## src/common/bnn_pkg.sv

```systemverilog
package bnn_pkg;

    // ~~~~~~~~~~~~~~~~~~~~~~~~~~~~~~~~~~~~~~~~~~~~~~~~~~~~~~~~~~~~~~~~~~~~~~~~~~~~
    // sizes
    // ~~~~~~~~~~~~~~~~~~~~~~~~~~~~~~~~~~~~~~~~~~~~~~~~~~~~~~~~~~~~~~~~~~~~~~~~~~~~
    localparam int FEAT_CNT   = 16;
    localparam int FEAT_BITS  = 4;
    localparam int BANK_CNT   = 2;
    localparam int BANK_SIZE  = 8;
    localparam int HIDDEN_CNT = BANK_CNT * BANK_SIZE;   // 16 neurons
    localparam int CLASS_CNT  = 10;
    localparam int CLASS_BITS = 4;
    localparam int SUM_BITS   = 8;                      // signed neuron sum
    localparam int SCORE_BITS = 5;                      // 0 to 16

    // ~~~~~~~~~~~~~~~~~~~~~~~~~~~~~~~~~~~~~~~~~~~~~~~~~~~~~~~~~~~~~~~~~~~~~~~~~~~~
    // stage words
    // ~~~~~~~~~~~~~~~~~~~~~~~~~~~~~~~~~~~~~~~~~~~~~~~~~~~~~~~~~~~~~~~~~~~~~~~~~~~~
    typedef struct packed {
        logic                                valid;
        logic [FEAT_CNT-1:0][FEAT_BITS-1:0]  feat;
    } sample_t;

    typedef struct packed {
        logic                  valid;
        logic [BANK_SIZE-1:0]  bits;
    } hidden_half_t;

    typedef struct packed {
        logic                                 valid;
        logic [CLASS_CNT-1:0][SCORE_BITS-1:0] score;
    } score_vec_t;

    // ~~~~~~~~~~~~~~~~~~~~~~~~~~~~~~~~~~~~~~~~~~~~~~~~~~~~~~~~~~~~~~~~~~~~~~~~~~~~
    // hidden layer tables
    // ~~~~~~~~~~~~~~~~~~~~~~~~~~~~~~~~~~~~~~~~~~~~~~~~~~~~~~~~~~~~~~~~~~~~~~~~~~~~
    // weight codes per feature: 00 skip, 01 add, 11 subtract, 10 reserved
    // feature 0 sits in the low two bits of each row
    // at most 8 weights of either sign per row so any sum fits in SUM_BITS
    localparam logic [FEAT_CNT-1:0][1:0] HID_WEIGHTS [HIDDEN_CNT] = '{
        32'h5d0c_3714,  // neuron 0
        32'hc3f1_0d57,
        32'h1707_fc45,
        32'h0f51_c3d0,
        32'h4475_10cd,
        32'hf3c0_7cc1,
        32'h51d3_0f74,
        32'h3d05_dc71,  // neuron 7, end of bank 0
        32'h7070_5f13,  // neuron 8
        32'hcd41_3075,
        32'h1f0c_d534,
        32'h450f_7c01,
        32'hd7c3_1504,
        32'h03fd_4c75,
        32'h5541_0c3f,
        32'hc17d_30f5   // neuron 15
    };

    // roughly the mean sum for uniform features so bits split evenly
    localparam logic signed [SUM_BITS-1:0] HID_THRESH [HIDDEN_CNT] = '{
        15, -8, 7, -7, 30, -38, 8, 6,
        0, 14, -2, 9, 16, -6, 13, -9
    };

    // ~~~~~~~~~~~~~~~~~~~~~~~~~~~~~~~~~~~~~~~~~~~~~~~~~~~~~~~~~~~~~~~~~~~~~~~~~~~~
    // output layer
    // ~~~~~~~~~~~~~~~~~~~~~~~~~~~~~~~~~~~~~~~~~~~~~~~~~~~~~~~~~~~~~~~~~~~~~~~~~~~~
    // bit h of a row is the expected hidden bit h for that class
    localparam logic [HIDDEN_CNT-1:0] CLS_WEIGHTS [CLASS_CNT] = '{
        16'hb4e1,   // class 0
        16'h3a5c,
        16'hc72d,
        16'h5f08,
        16'h91b6,
        16'h2ec3,
        16'he659,
        16'h48f7,
        16'ha31e,
        16'h7d94    // class 9
    };

endpackage

```

## src/class_scorer/class_scorer.sv

```systemverilog
`timescale 1ns/1ps

module class_scorer
    import bnn_pkg::*;
(
    input  logic         clk,
    input  logic         arst_n,
    input  hidden_half_t half_lo,
    input  hidden_half_t half_hi,
    output score_vec_t   scores
);

    logic [HIDDEN_CNT-1:0]                hidden;
    logic [HIDDEN_CNT-1:0]                agree [CLASS_CNT];
    logic [CLASS_CNT-1:0][SCORE_BITS-1:0] score_d;
    logic                                 score_ovf;

    assign hidden = {half_hi.bits, half_lo.bits};   // bank 0 in the low bits

    // ~~~~~~~~~~~~~~~~~~~~~~~~~~~~~~~~~~~~~~~~~~~~~~~~~~~~~~~~~~~~~~~~~~~~~~~~~~~~
    // xnor popcount per class
    // ~~~~~~~~~~~~~~~~~~~~~~~~~~~~~~~~~~~~~~~~~~~~~~~~~~~~~~~~~~~~~~~~~~~~~~~~~~~~
    always_comb begin
        for (int c = 0; c < CLASS_CNT; c++) begin
            agree[c]   = ~(hidden ^ CLS_WEIGHTS[c]);
            score_d[c] = '0;
            for (int h = 0; h < HIDDEN_CNT; h++) begin
                score_d[c] = score_d[c] + SCORE_BITS'(agree[c][h]);
            end
        end
    end

    always_ff @(posedge clk or negedge arst_n) begin
        if (!arst_n) begin
            scores <= '0;
        end else begin
            scores.valid <= half_lo.valid;
            scores.score <= score_d;
        end
    end

    // ~~~~~~~~~~~~~~~~~~~~~~~~~~~~~~~~~~~~~~~~~~~~~~~~~~~~~~~~~~~~~~~~~~~~~~~~~~~~
    // checks
    // ~~~~~~~~~~~~~~~~~~~~~~~~~~~~~~~~~~~~~~~~~~~~~~~~~~~~~~~~~~~~~~~~~~~~~~~~~~~~
    always_comb begin
        score_ovf = 1'b0;
        for (int c = 0; c < CLASS_CNT; c++) begin
            if (scores.score[c] > SCORE_BITS'(HIDDEN_CNT)) begin
                score_ovf = 1'b1;
            end
        end
    end

    // both banks see the same sample stream
    a_half_sync : assert property (
        @(posedge clk) disable iff (!arst_n)
        half_lo.valid == half_hi.valid
    ) else $error("hidden bank valids out of step");

    a_score_range : assert property (
        @(posedge clk) disable iff (!arst_n)
        scores.valid |-> !score_ovf
    ) else $error("class score above %0d", HIDDEN_CNT);

endmodule

```

## src/hidden_bank/hidden_bank.sv

```systemverilog
`timescale 1ns/1ps

module hidden_bank
    import bnn_pkg::*;
#(
    parameter int BANK = 0
) (
    input  logic         clk,
    input  logic         arst_n,
    input  sample_t      sample,
    output hidden_half_t half
);

    // first global neuron of this bank
    localparam int BASE = BANK * BANK_SIZE;

    logic signed [SUM_BITS-1:0] sum [BANK_SIZE];
    logic [BANK_SIZE-1:0]       fire;
    logic                       bad_code;

    // ~~~~~~~~~~~~~~~~~~~~~~~~~~~~~~~~~~~~~~~~~~~~~~~~~~~~~~~~~~~~~~~~~~~~~~~~~~~~
    // ternary neurons
    // ~~~~~~~~~~~~~~~~~~~~~~~~~~~~~~~~~~~~~~~~~~~~~~~~~~~~~~~~~~~~~~~~~~~~~~~~~~~~
    always_comb begin
        for (int n = 0; n < BANK_SIZE; n++) begin
            sum[n] = '0;
            for (int f = 0; f < FEAT_CNT; f++) begin
                case (HID_WEIGHTS[BASE+n][f])
                    2'b01:   sum[n] = sum[n] + SUM_BITS'(sample.feat[f]);
                    2'b11:   sum[n] = sum[n] - SUM_BITS'(sample.feat[f]);
                    default: ;  // zero weight
                endcase
            end
            fire[n] = (sum[n] >= HID_THRESH[BASE+n]);   // signed compare
        end
    end

    always_ff @(posedge clk or negedge arst_n) begin
        if (!arst_n) begin
            half <= '0;
        end else begin
            half.valid <= sample.valid;
            half.bits  <= fire;
        end
    end

    // ~~~~~~~~~~~~~~~~~~~~~~~~~~~~~~~~~~~~~~~~~~~~~~~~~~~~~~~~~~~~~~~~~~~~~~~~~~~~
    // checks
    // ~~~~~~~~~~~~~~~~~~~~~~~~~~~~~~~~~~~~~~~~~~~~~~~~~~~~~~~~~~~~~~~~~~~~~~~~~~~~
    // scan only the rows owned by this bank
    always_comb begin
        bad_code = 1'b0;
        for (int n = 0; n < BANK_SIZE; n++) begin
            for (int f = 0; f < FEAT_CNT; f++) begin
                if (HID_WEIGHTS[BASE+n][f] == 2'b10) begin
                    bad_code = 1'b1;
                end
            end
        end
    end

    a_weight_code : assert property (
        @(posedge clk) disable iff (!arst_n)
        sample.valid |-> !bad_code
    ) else $error("hidden_bank %0d uses reserved weight code 10", BANK);

endmodule

```

## src/verilog/argmax.sv

```systemverilog
`timescale 1ns/1ps

module argmax
    import bnn_pkg::*;
(
    input  logic                  clk,
    input  logic                  arst_n,
    input  score_vec_t            scores,
    output logic                  out_valid,
    output logic [CLASS_BITS-1:0] prediction
);

    logic [CLASS_BITS-1:0] best_idx;
    logic [SCORE_BITS-1:0] best_val;

    // linear scan, only a strictly larger score replaces the leader
    always_comb begin
        best_idx = '0;
        best_val = scores.score[0];
        for (int c = 1; c < CLASS_CNT; c++) begin
            if (scores.score[c] > best_val) begin
                best_idx = CLASS_BITS'(c);
                best_val = scores.score[c];
            end
        end
    end

    always_ff @(posedge clk or negedge arst_n) begin
        if (!arst_n) begin
            out_valid  <= 1'b0;
            prediction <= '0;
        end else begin
            out_valid <= scores.valid;
            if (scores.valid) begin
                prediction <= best_idx;     // hold last result between samples
            end
        end
    end

    a_pred_range : assert property (
        @(posedge clk) disable iff (!arst_n)
        out_valid |-> (prediction < CLASS_BITS'(CLASS_CNT))
    ) else $error("prediction %0d out of range", prediction);

endmodule

```

## src/verilog/bnn_classifier.sv

```systemverilog
`timescale 1ns/1ps

module bnn_classifier
    import bnn_pkg::*;
(
    input  logic                          clk,
    input  logic                          arst_n,
    input  logic                          in_valid,
    input  logic [FEAT_CNT*FEAT_BITS-1:0] features,
    output logic                          out_valid,
    output logic [CLASS_BITS-1:0]         prediction
);

    sample_t      sample_q;
    hidden_half_t half_lo;
    hidden_half_t half_hi;
    score_vec_t   scores;

    // ~~~~~~~~~~~~~~~~~~~~~~~~~~~~~~~~~~~~~~~~~~~~~~~~~~~~~~~~~~~~~~~~~~~~~~~~~~~~
    // input register
    // ~~~~~~~~~~~~~~~~~~~~~~~~~~~~~~~~~~~~~~~~~~~~~~~~~~~~~~~~~~~~~~~~~~~~~~~~~~~~
    always_ff @(posedge clk or negedge arst_n) begin
        if (!arst_n) begin
            sample_q <= '0;
        end else begin
            sample_q.valid <= in_valid;
            sample_q.feat  <= features;     // feature 0 in the low nibble
        end
    end

    // ~~~~~~~~~~~~~~~~~~~~~~~~~~~~~~~~~~~~~~~~~~~~~~~~~~~~~~~~~~~~~~~~~~~~~~~~~~~~
    // pipeline stages
    // ~~~~~~~~~~~~~~~~~~~~~~~~~~~~~~~~~~~~~~~~~~~~~~~~~~~~~~~~~~~~~~~~~~~~~~~~~~~~
    hidden_bank #(
        .BANK (0)
    ) bank_0 (
        .clk    (clk),
        .arst_n (arst_n),
        .sample (sample_q),
        .half   (half_lo)
    );

    hidden_bank #(
        .BANK (1)
    ) bank_1 (
        .clk    (clk),
        .arst_n (arst_n),
        .sample (sample_q),
        .half   (half_hi)
    );

    class_scorer class_scorer_inst (
        .clk     (clk),
        .arst_n  (arst_n),
        .half_lo (half_lo),
        .half_hi (half_hi),
        .scores  (scores)
    );

    argmax argmax_inst (
        .clk        (clk),
        .arst_n     (arst_n),
        .scores     (scores),
        .out_valid  (out_valid),
        .prediction (prediction)
    );

endmodule
```

## config.mk

```make
export PLATFORM = sky130hd
export DESIGN_NAME = bnn_classifier
export DESIGN_NICKNAME = d
export VERILOG_FILES = /design/src/common/bnn_pkg.sv /design/src/class_scorer/class_scorer.sv /design/src/hidden_bank/hidden_bank.sv /design/src/verilog/argmax.sv /design/src/verilog/bnn_classifier.sv
export SDC_FILE = /design/constraint.sdc
export NUM_CORES = 1
export LEC_CHECK = 0
export BUFFER_PORTS_ARGS = -buffer_cell sky130_fd_sc_hd__buf_4
export CAP_MARGIN = 20
export CELL_PAD_IN_SITES_DETAIL_PLACEMENT = 0
export CELL_PAD_IN_SITES_GLOBAL_PLACEMENT = 1
export CORE_AREA = 2 2 220 222
export CTS_CLUSTER_DIAMETER = 50
export DETAILED_ROUTE_END_ITERATION = 8
export DIE_AREA = 0 0 222 224
export GPL_TIMING_DRIVEN = 0
export PLACE_DENSITY = 0.83
export SLEW_MARGIN = 20
export SYNTH_ARGS = -nofsm -noshare
export SYNTH_HDL_FRONTEND = slang
export SYNTH_SLANG_ARGS = --single-unit
```

## constraint.sdc

```tcl
create_clock -name clk -period 13.2 [get_ports clk]
set_clock_uncertainty 0.15 [all_clocks]
set_input_delay 2.64 -clock clk [delete_from_list [all_inputs] [get_ports clk]]
set_output_delay 2.64 -clock clk [all_outputs]
set_load 0.05 [all_outputs]
```

* Yosys cells after proc, flatten, opt, wreduce, memory -nomap -nowiden
Index checks and enable logic that the tools add are counted. Widths: inputs -> output; s select.
Operators by class: add/sub/neg operators 291, order comparisons 25, multiplexer cells 17, bitwise gates (word level) 20
Operator list (count):
- $add 5x1->5 | 140
- $sub 8x4->8 | 66
- $add 8x4->8 | 64
- $not 16->16 | 10
- $ge 8x5->1 const B | 6
- $gt 5x5->1 | 9
- $ge 8x4->1 const B | 5
- $mux 5 | 8
- $not 8->8 | 5
- $not 9->9 | 4
- $mux 4 | 8
- $sub 4x4->5 | 6
- $add 1x1->2 | 10
- $ge 8x6->1 const B | 2
- $add 4x4->5 | 3
- $ge 8x1->1 const B | 1
- $ge 8x2->1 const B | 1
- $ge 8x7->1 const B | 1
- $not 7->7 | 1
- $add 5x5->6 | 1
- $sub 1x4->5 const A | 1
- $mux 1 | 1
Storage, ports and cells: bits in registers 138, output and inout port bits 5, logic and storage cells 386

* Longest topological paths before layout
depth after elaboration 18, depth in mapped cells 65, mapped depth without buffers 63

* By module
Synthesis repeated with hierarchy kept, for this count alone.
Unflattened totals: cells, all modules 2512, area, all modules 26354.0 um2
Modules (own cells, without submodules):
- hidden_bank at bank_0 | times used 1, cells an instance 946, area each 9449.1 um2, seq. area each 225.2 um2
- hidden_bank at bank_1 | times used 1, cells an instance 849, area each 8569.5 um2, seq. area each 225.2 um2
- class_scorer | times used 1, cells an instance 384, area each 4644.5 um2, seq. area each 1276.2 um2
- argmax | times used 1, cells an instance 268, area each 2064.5 um2, seq. area each 125.1 um2
- bnn_classifier | times used 1, cells an instance 65, area each 1626.6 um2, seq. area each 1626.6 um2

* Worst setup path before layout
OpenSTA, ideal clock, no wires.
path kind register to register, from register, netlist name class_scorer_inst.scores[4], to register argmax_inst.prediction[0], setup time 126 ps, arrival 11900 ps, slack 1024 ps, cell stages (with the launch flop) 60, buffers on the path 3, path through dfrtp_1 > inv_1 > ha_1 > a21oi_1 > o21ai_1 > o31ai_1 > nor2_1 > ha_1 > nor2b_2 > o21a_4 > o21a_1 > buf_6 > o31ai_1 > ha_1 > and3_1 > o21a_1 > o21ai_2 > o311ai_4 > [24 not listed] > nor2_1 > nor2_1 > dlymetal6s2s_1 > o21a_1 > ha_1 > a21oi_1 > o221ai_1 > o21a_1 > buf_4 > a222oi_1 > ha_1 > nor2b_1 > o21a_1 > o21ai_0 > a21oi_1 > o22a_1 > nand2b_1 > o311a_1
Between the ends: word-level cells in the longest chain between the ends 18, elaborated cells on any way between the ends 26
RTL lines:
- $gt 5x5->1 | line argmax.sv:21 | if (scores.score[c] > best_val) begin
- $mux 5 | line argmax.sv:21
- $gt 5x5->1 | line argmax.sv:21
- $mux 5 | line argmax.sv:21
- $gt 5x5->1 | line argmax.sv:21
- $mux 5 | line argmax.sv:21
- $gt 5x5->1 | line argmax.sv:21
- $mux 5 | line argmax.sv:21
- [2 not listed]
- $gt 5x5->1 | line argmax.sv:21
- $mux 5 | line argmax.sv:21
- $gt 5x5->1 | line argmax.sv:21
- $mux 5 | line argmax.sv:21
- $gt 5x5->1 | line argmax.sv:21
- $mux 5 | line argmax.sv:21
- $gt 5x5->1 | line argmax.sv:21
- $mux 4 (*) | line argmax.sv:21
- to (signal assigned) | line argmax.sv:35 | prediction <= best_idx;
- to (decl) | line argmax.sv:10 | output logic [CLASS_BITS-1:0] prediction
Mark *: on every way between the ends. The rest lies on a longest branch, timed or not. A chain may end at the register's enable or synchronous reset.

* Worst setup path in the final report
from register, netlist name class_scorer_inst.scores[2], to register argmax_inst.prediction[0]
Between the ends: word-level cells in the longest chain between the ends 18, elaborated cells on any way between the ends 26
RTL lines (line):
- $gt 5x5->1 | argmax.sv:21
- $mux 5 | argmax.sv:21
- $gt 5x5->1 | argmax.sv:21
- $mux 5 | argmax.sv:21
- $gt 5x5->1 | argmax.sv:21
- $mux 5 | argmax.sv:21
- $gt 5x5->1 | argmax.sv:21
- $mux 5 | argmax.sv:21
- [2 not listed]
- $gt 5x5->1 | argmax.sv:21
- $mux 5 | argmax.sv:21
- $gt 5x5->1 | argmax.sv:21
- $mux 5 | argmax.sv:21
- $gt 5x5->1 | argmax.sv:21
- $mux 5 | argmax.sv:21
- $gt 5x5->1 | argmax.sv:21
- $mux 4 (*) | argmax.sv:21
Marked as above.

==> results.toml <==
[run_status]
status = "completed"

[critical_path]
crit_required_ns = 13.42
worst_setup_path_start_kind = "flop"
critPathSlowestCell = "dfrtp_1"
r2r_start = "class_scorer_inst.scores[2]$_DFF_PN0_"
rrSetupSlack_ns = 0.58
critPathTopFamily = "compound AO/OA/AOI/OAI gates"
rr_endpoint = "argmax_inst.prediction[0]$_DFFE_PN0P_"
cp_data_arrival_time_ns = 12.84
path_class = "flop to flop"
cp_max_fo = 10
cp-end-kind = "flop"
cpMostUsedCell = "ha_1"
worst-path-buf-inv = 6
crit_path_max_incr_delay_ns = 0.39
r2r_cells = 60

[yosys]
synth_top_flop_cell = "dfrtp_1"
synthCells = 2261
synth_compound_area_share_pct = 8.43
synth_seq_cells = 138
syn_nets = 3195
synthXorXnorAreaFrac_pct = 3.97
yosys.area_share.simple_pct = 3.80
synth_area_um2 = 24800
synth_mux_area_share_pct = 0.413
yosysWarningCount = 0
synth_edf_count = 0
yosysSeqAreaShare_pct = 13.9
syn_avg_cell_area_um2 = 11.0
async_flop_share_pct = 100
synthAdderAreaFrac_pct = 59.8
synth_top_family_by_area = "adder cells"
yosysUniqueCellTypes = 79

[die]
start_util_pct = 52.5
core-area_um2 = 47300
rows = 80
io_pins = 72
die_area_um2 = 49700
die_w_um = 222
floorplan.die.height_um = 224

[place]
io_buffers = 71
placed_area_um2 = 26200
hpwl_um = 55400
gpl.final_weighted_congestion = 0.995

[sta]
timing.final.crit_share_pct = 95.6
timing.fmax_ghz = 0.0793
hold_viol_final = 0
tightest_slew_ns = 1.08
setup_viol = 0
drv_slew = 0
fin_crit_ns = 12.62
slew_headroom_pct = 28.0

[detailed_routing]
wirelength_um = 67200
drt-wirelength-per-cell_um = 22.3
final_antenna_net_count = 0
vias = 16200
routed-wl-met2_um = 33600
routed-wl-met3_um = 3720
via_per_inst = 5.38
wl_met1_um = 25200
first_iter_violations = 967
dr.max_layer_used = "met4"
post-route-drc-count = 0
dr.pass1.iters = 5

[clock_tree]
cts_buffer_depth = 2
htreeDepth = 4
numCtsBuffers = 17
holdBufCountCts = 0
clock_latency_ns = 0.50
root_buffer = "clkbuf_16"
clk_pin_slew_ns = 0.07
cts.sinks = 138
tritoncts = "built"

[global_route]
grt_max_degree = 100
overflow = 0
grt_util_all_layers_pct = 28.8
grt_pass1_vias = 17700
grt_pass1_wl_um = 103000
antenna_found_initial = 2

[final_layout]
drive_gt1_share_pct = 8.60
area.growth.synth_to_final_pct = 9.89
final_net_count = 3318
insertedDiodeCount = 0
design_area_um2 = 27300

[job]
maxCapViolCount = 0

[hold_path]
hold_path.class = "flop to flop"
hold_path_depth = 0
hold_end = "class_scorer_inst.scores[50]$_DFF_PN0_"
min_from = "bank_0.half[8]$_DFF_PN0_"
-- through the flow --
step / std cells / worst slack, ns / hold WS (ns) / TNS (ns) / utilization, %
6_report: 3011 / 0.583 / 0.199 / 0 / 57.7
5_1_grt: 3011 / -0.0876 / 0.208 / -0.0876 / 57.7
4_1_cts: 2985 / 0.0112 / 0.202 / 0 / 56.8
3_5_place_dp: 2948 / -1.34 / 0.186 / -4.99 / 55.3
3_3_place_gp: 2947 / -1.31 / 0.187 / -4.89 / 55.2
2_1_floorplan: 2261 / 1.02 / 0.181 / 0 / -
-- state kept, by name, indices dropped and copies added, names as in the netlist --
name                      flops
argmax_inst.prediction        4
bank_1.half                   8
argmax_inst.out_valid         1
class_scorer_inst.scores     51
bank_0.half                   9
sample_q                     65
-- placed cells by master, fill, tap and decap left out, types with 4 or more instances in the layout --
master,instances
nor3_1,10
inv_1,630
xor2_1,52
o21ai_1,6
a21oi_1,105
nor4_1,4
a31oi_1,8
a21o_1,61
a22oi_1,6
o21bai_1,14
a21oi_2,6
ha_1,336
or2_2,10
nor2_1,42
buf_4,102
o21a_1,10
o211ai_1,6
clkbuf_16,17
a222oi_1,5
dfrtp_1,138
nand2b_1,10
clkinv_4,4
a211oi_1,4
o21ai_0,28
nand3_1,14
and3_1,7
nand2_1,21
fa_1,529
nor2b_1,30
o31ai_4,5
mux2i_1,8
xnor2_1,58
-- cell type report --
| cell class | count | area, µm² |
|---|---|---|
| fill | 4034 | 20100 |
| multi-input combinational | 1487 | 19300 |
| sequential | 138 | 3450 |
| inverter | 630 | 2360 |
| timing repair buffer | 104 | 813 |
| tap | 615 | 769 |
| clock buffer | 18 | 439 |
| clock inverter | 13 | 114 |
| buffer | 6 | 37.5 |
-- cell usage after synthesis (3+ instances only) --
cell	n	area, µm²
o31a_1	3	26.3
o21ai_0	33	165
nor4_1	4	25.0
or2_2	10	62.6
o311ai_1	3	26.3
a21oi_1	112	561
a21o_1	61	458
a211oi_1	4	30.0
and3_1	8	50.1
inv_1	630	2360
o21ai_1	5	25.0
o21a_1	12	90.1
o211ai_1	6	45.0
xnor2_1	58	508
a22oi_1	6	45.0
ha_1	338	4230
nand3b_1	3	22.5
nor2b_1	30	188
maj3_1	3	30.0
xor2_1	52	455
a31oi_1	10	62.6
o31ai_1	8	60.1
nand2b_1	11	68.8
nand3_1	16	80.1
a222oi_1	5	50.1
and2_1	3	18.8
dfrtp_1	138	3450
nand2_1	21	78.8
mux2i_1	8	80.1
o21bai_1	14	105
nor3_1	12	60.1
fa_1	529	10600
nor2_1	46	173
o22ai_1	3	18.8
nand4_1	3	18.8
-- metal layers --
metal,up-vias,global-route usage (%)
li1,7207,-
met1,8238,33.3
met2,530,49.4
met3,211,5.43
met4,0,18.3
met5,-,0
-- how the worst max path moves through the flow --
stage / slack (ns) / start / cells after the start / endpoint
floorplan: 1.02 / class_scorer_inst.scores[4]$_DFF_PN0_ / 59 / argmax_inst.prediction[0]$_DFFE_PN0P_
global placement: -1.31 / class_scorer_inst.scores[4]$_DFF_PN0_ / 59 / argmax_inst.prediction[0]$_DFFE_PN0P_
detailed placement: -1.34 / class_scorer_inst.scores[4]$_DFF_PN0_ / 59 / argmax_inst.prediction[0]$_DFFE_PN0P_
CTS: 0.01 / class_scorer_inst.scores[3]$_DFF_PN0_ / 60 / argmax_inst.prediction[0]$_DFFE_PN0P_
global route: -0.09 / class_scorer_inst.scores[3]$_DFF_PN0_ / 61 / argmax_inst.prediction[0]$_DFFE_PN0P_
finish: 0.58 / class_scorer_inst.scores[2]$_DFF_PN0_ / 60 / argmax_inst.prediction[0]$_DFFE_PN0P_
-- kinds of logic after synthesis --
family,Yosys count
muxes,10
buffers and inverters,636
AOI/OAI and AO/OA,317
DFF,138
xor gates and xnor gates,111
adders and majority gates,870
and+or+nand+nor,179
-- timing repair --
action                                 in CTS  in global routing
endpoints found under the hold margin       0                  0
pin swaps                                   4                 18
resized for setup                          22                 42
gates cloned                                1                  0
setup endpoints to repair                   4                  4
setup buffers                               5                 26
Power is not shown: default switching activity piles up to over one toggle a cycle in this logic, so the estimate is an artifact.
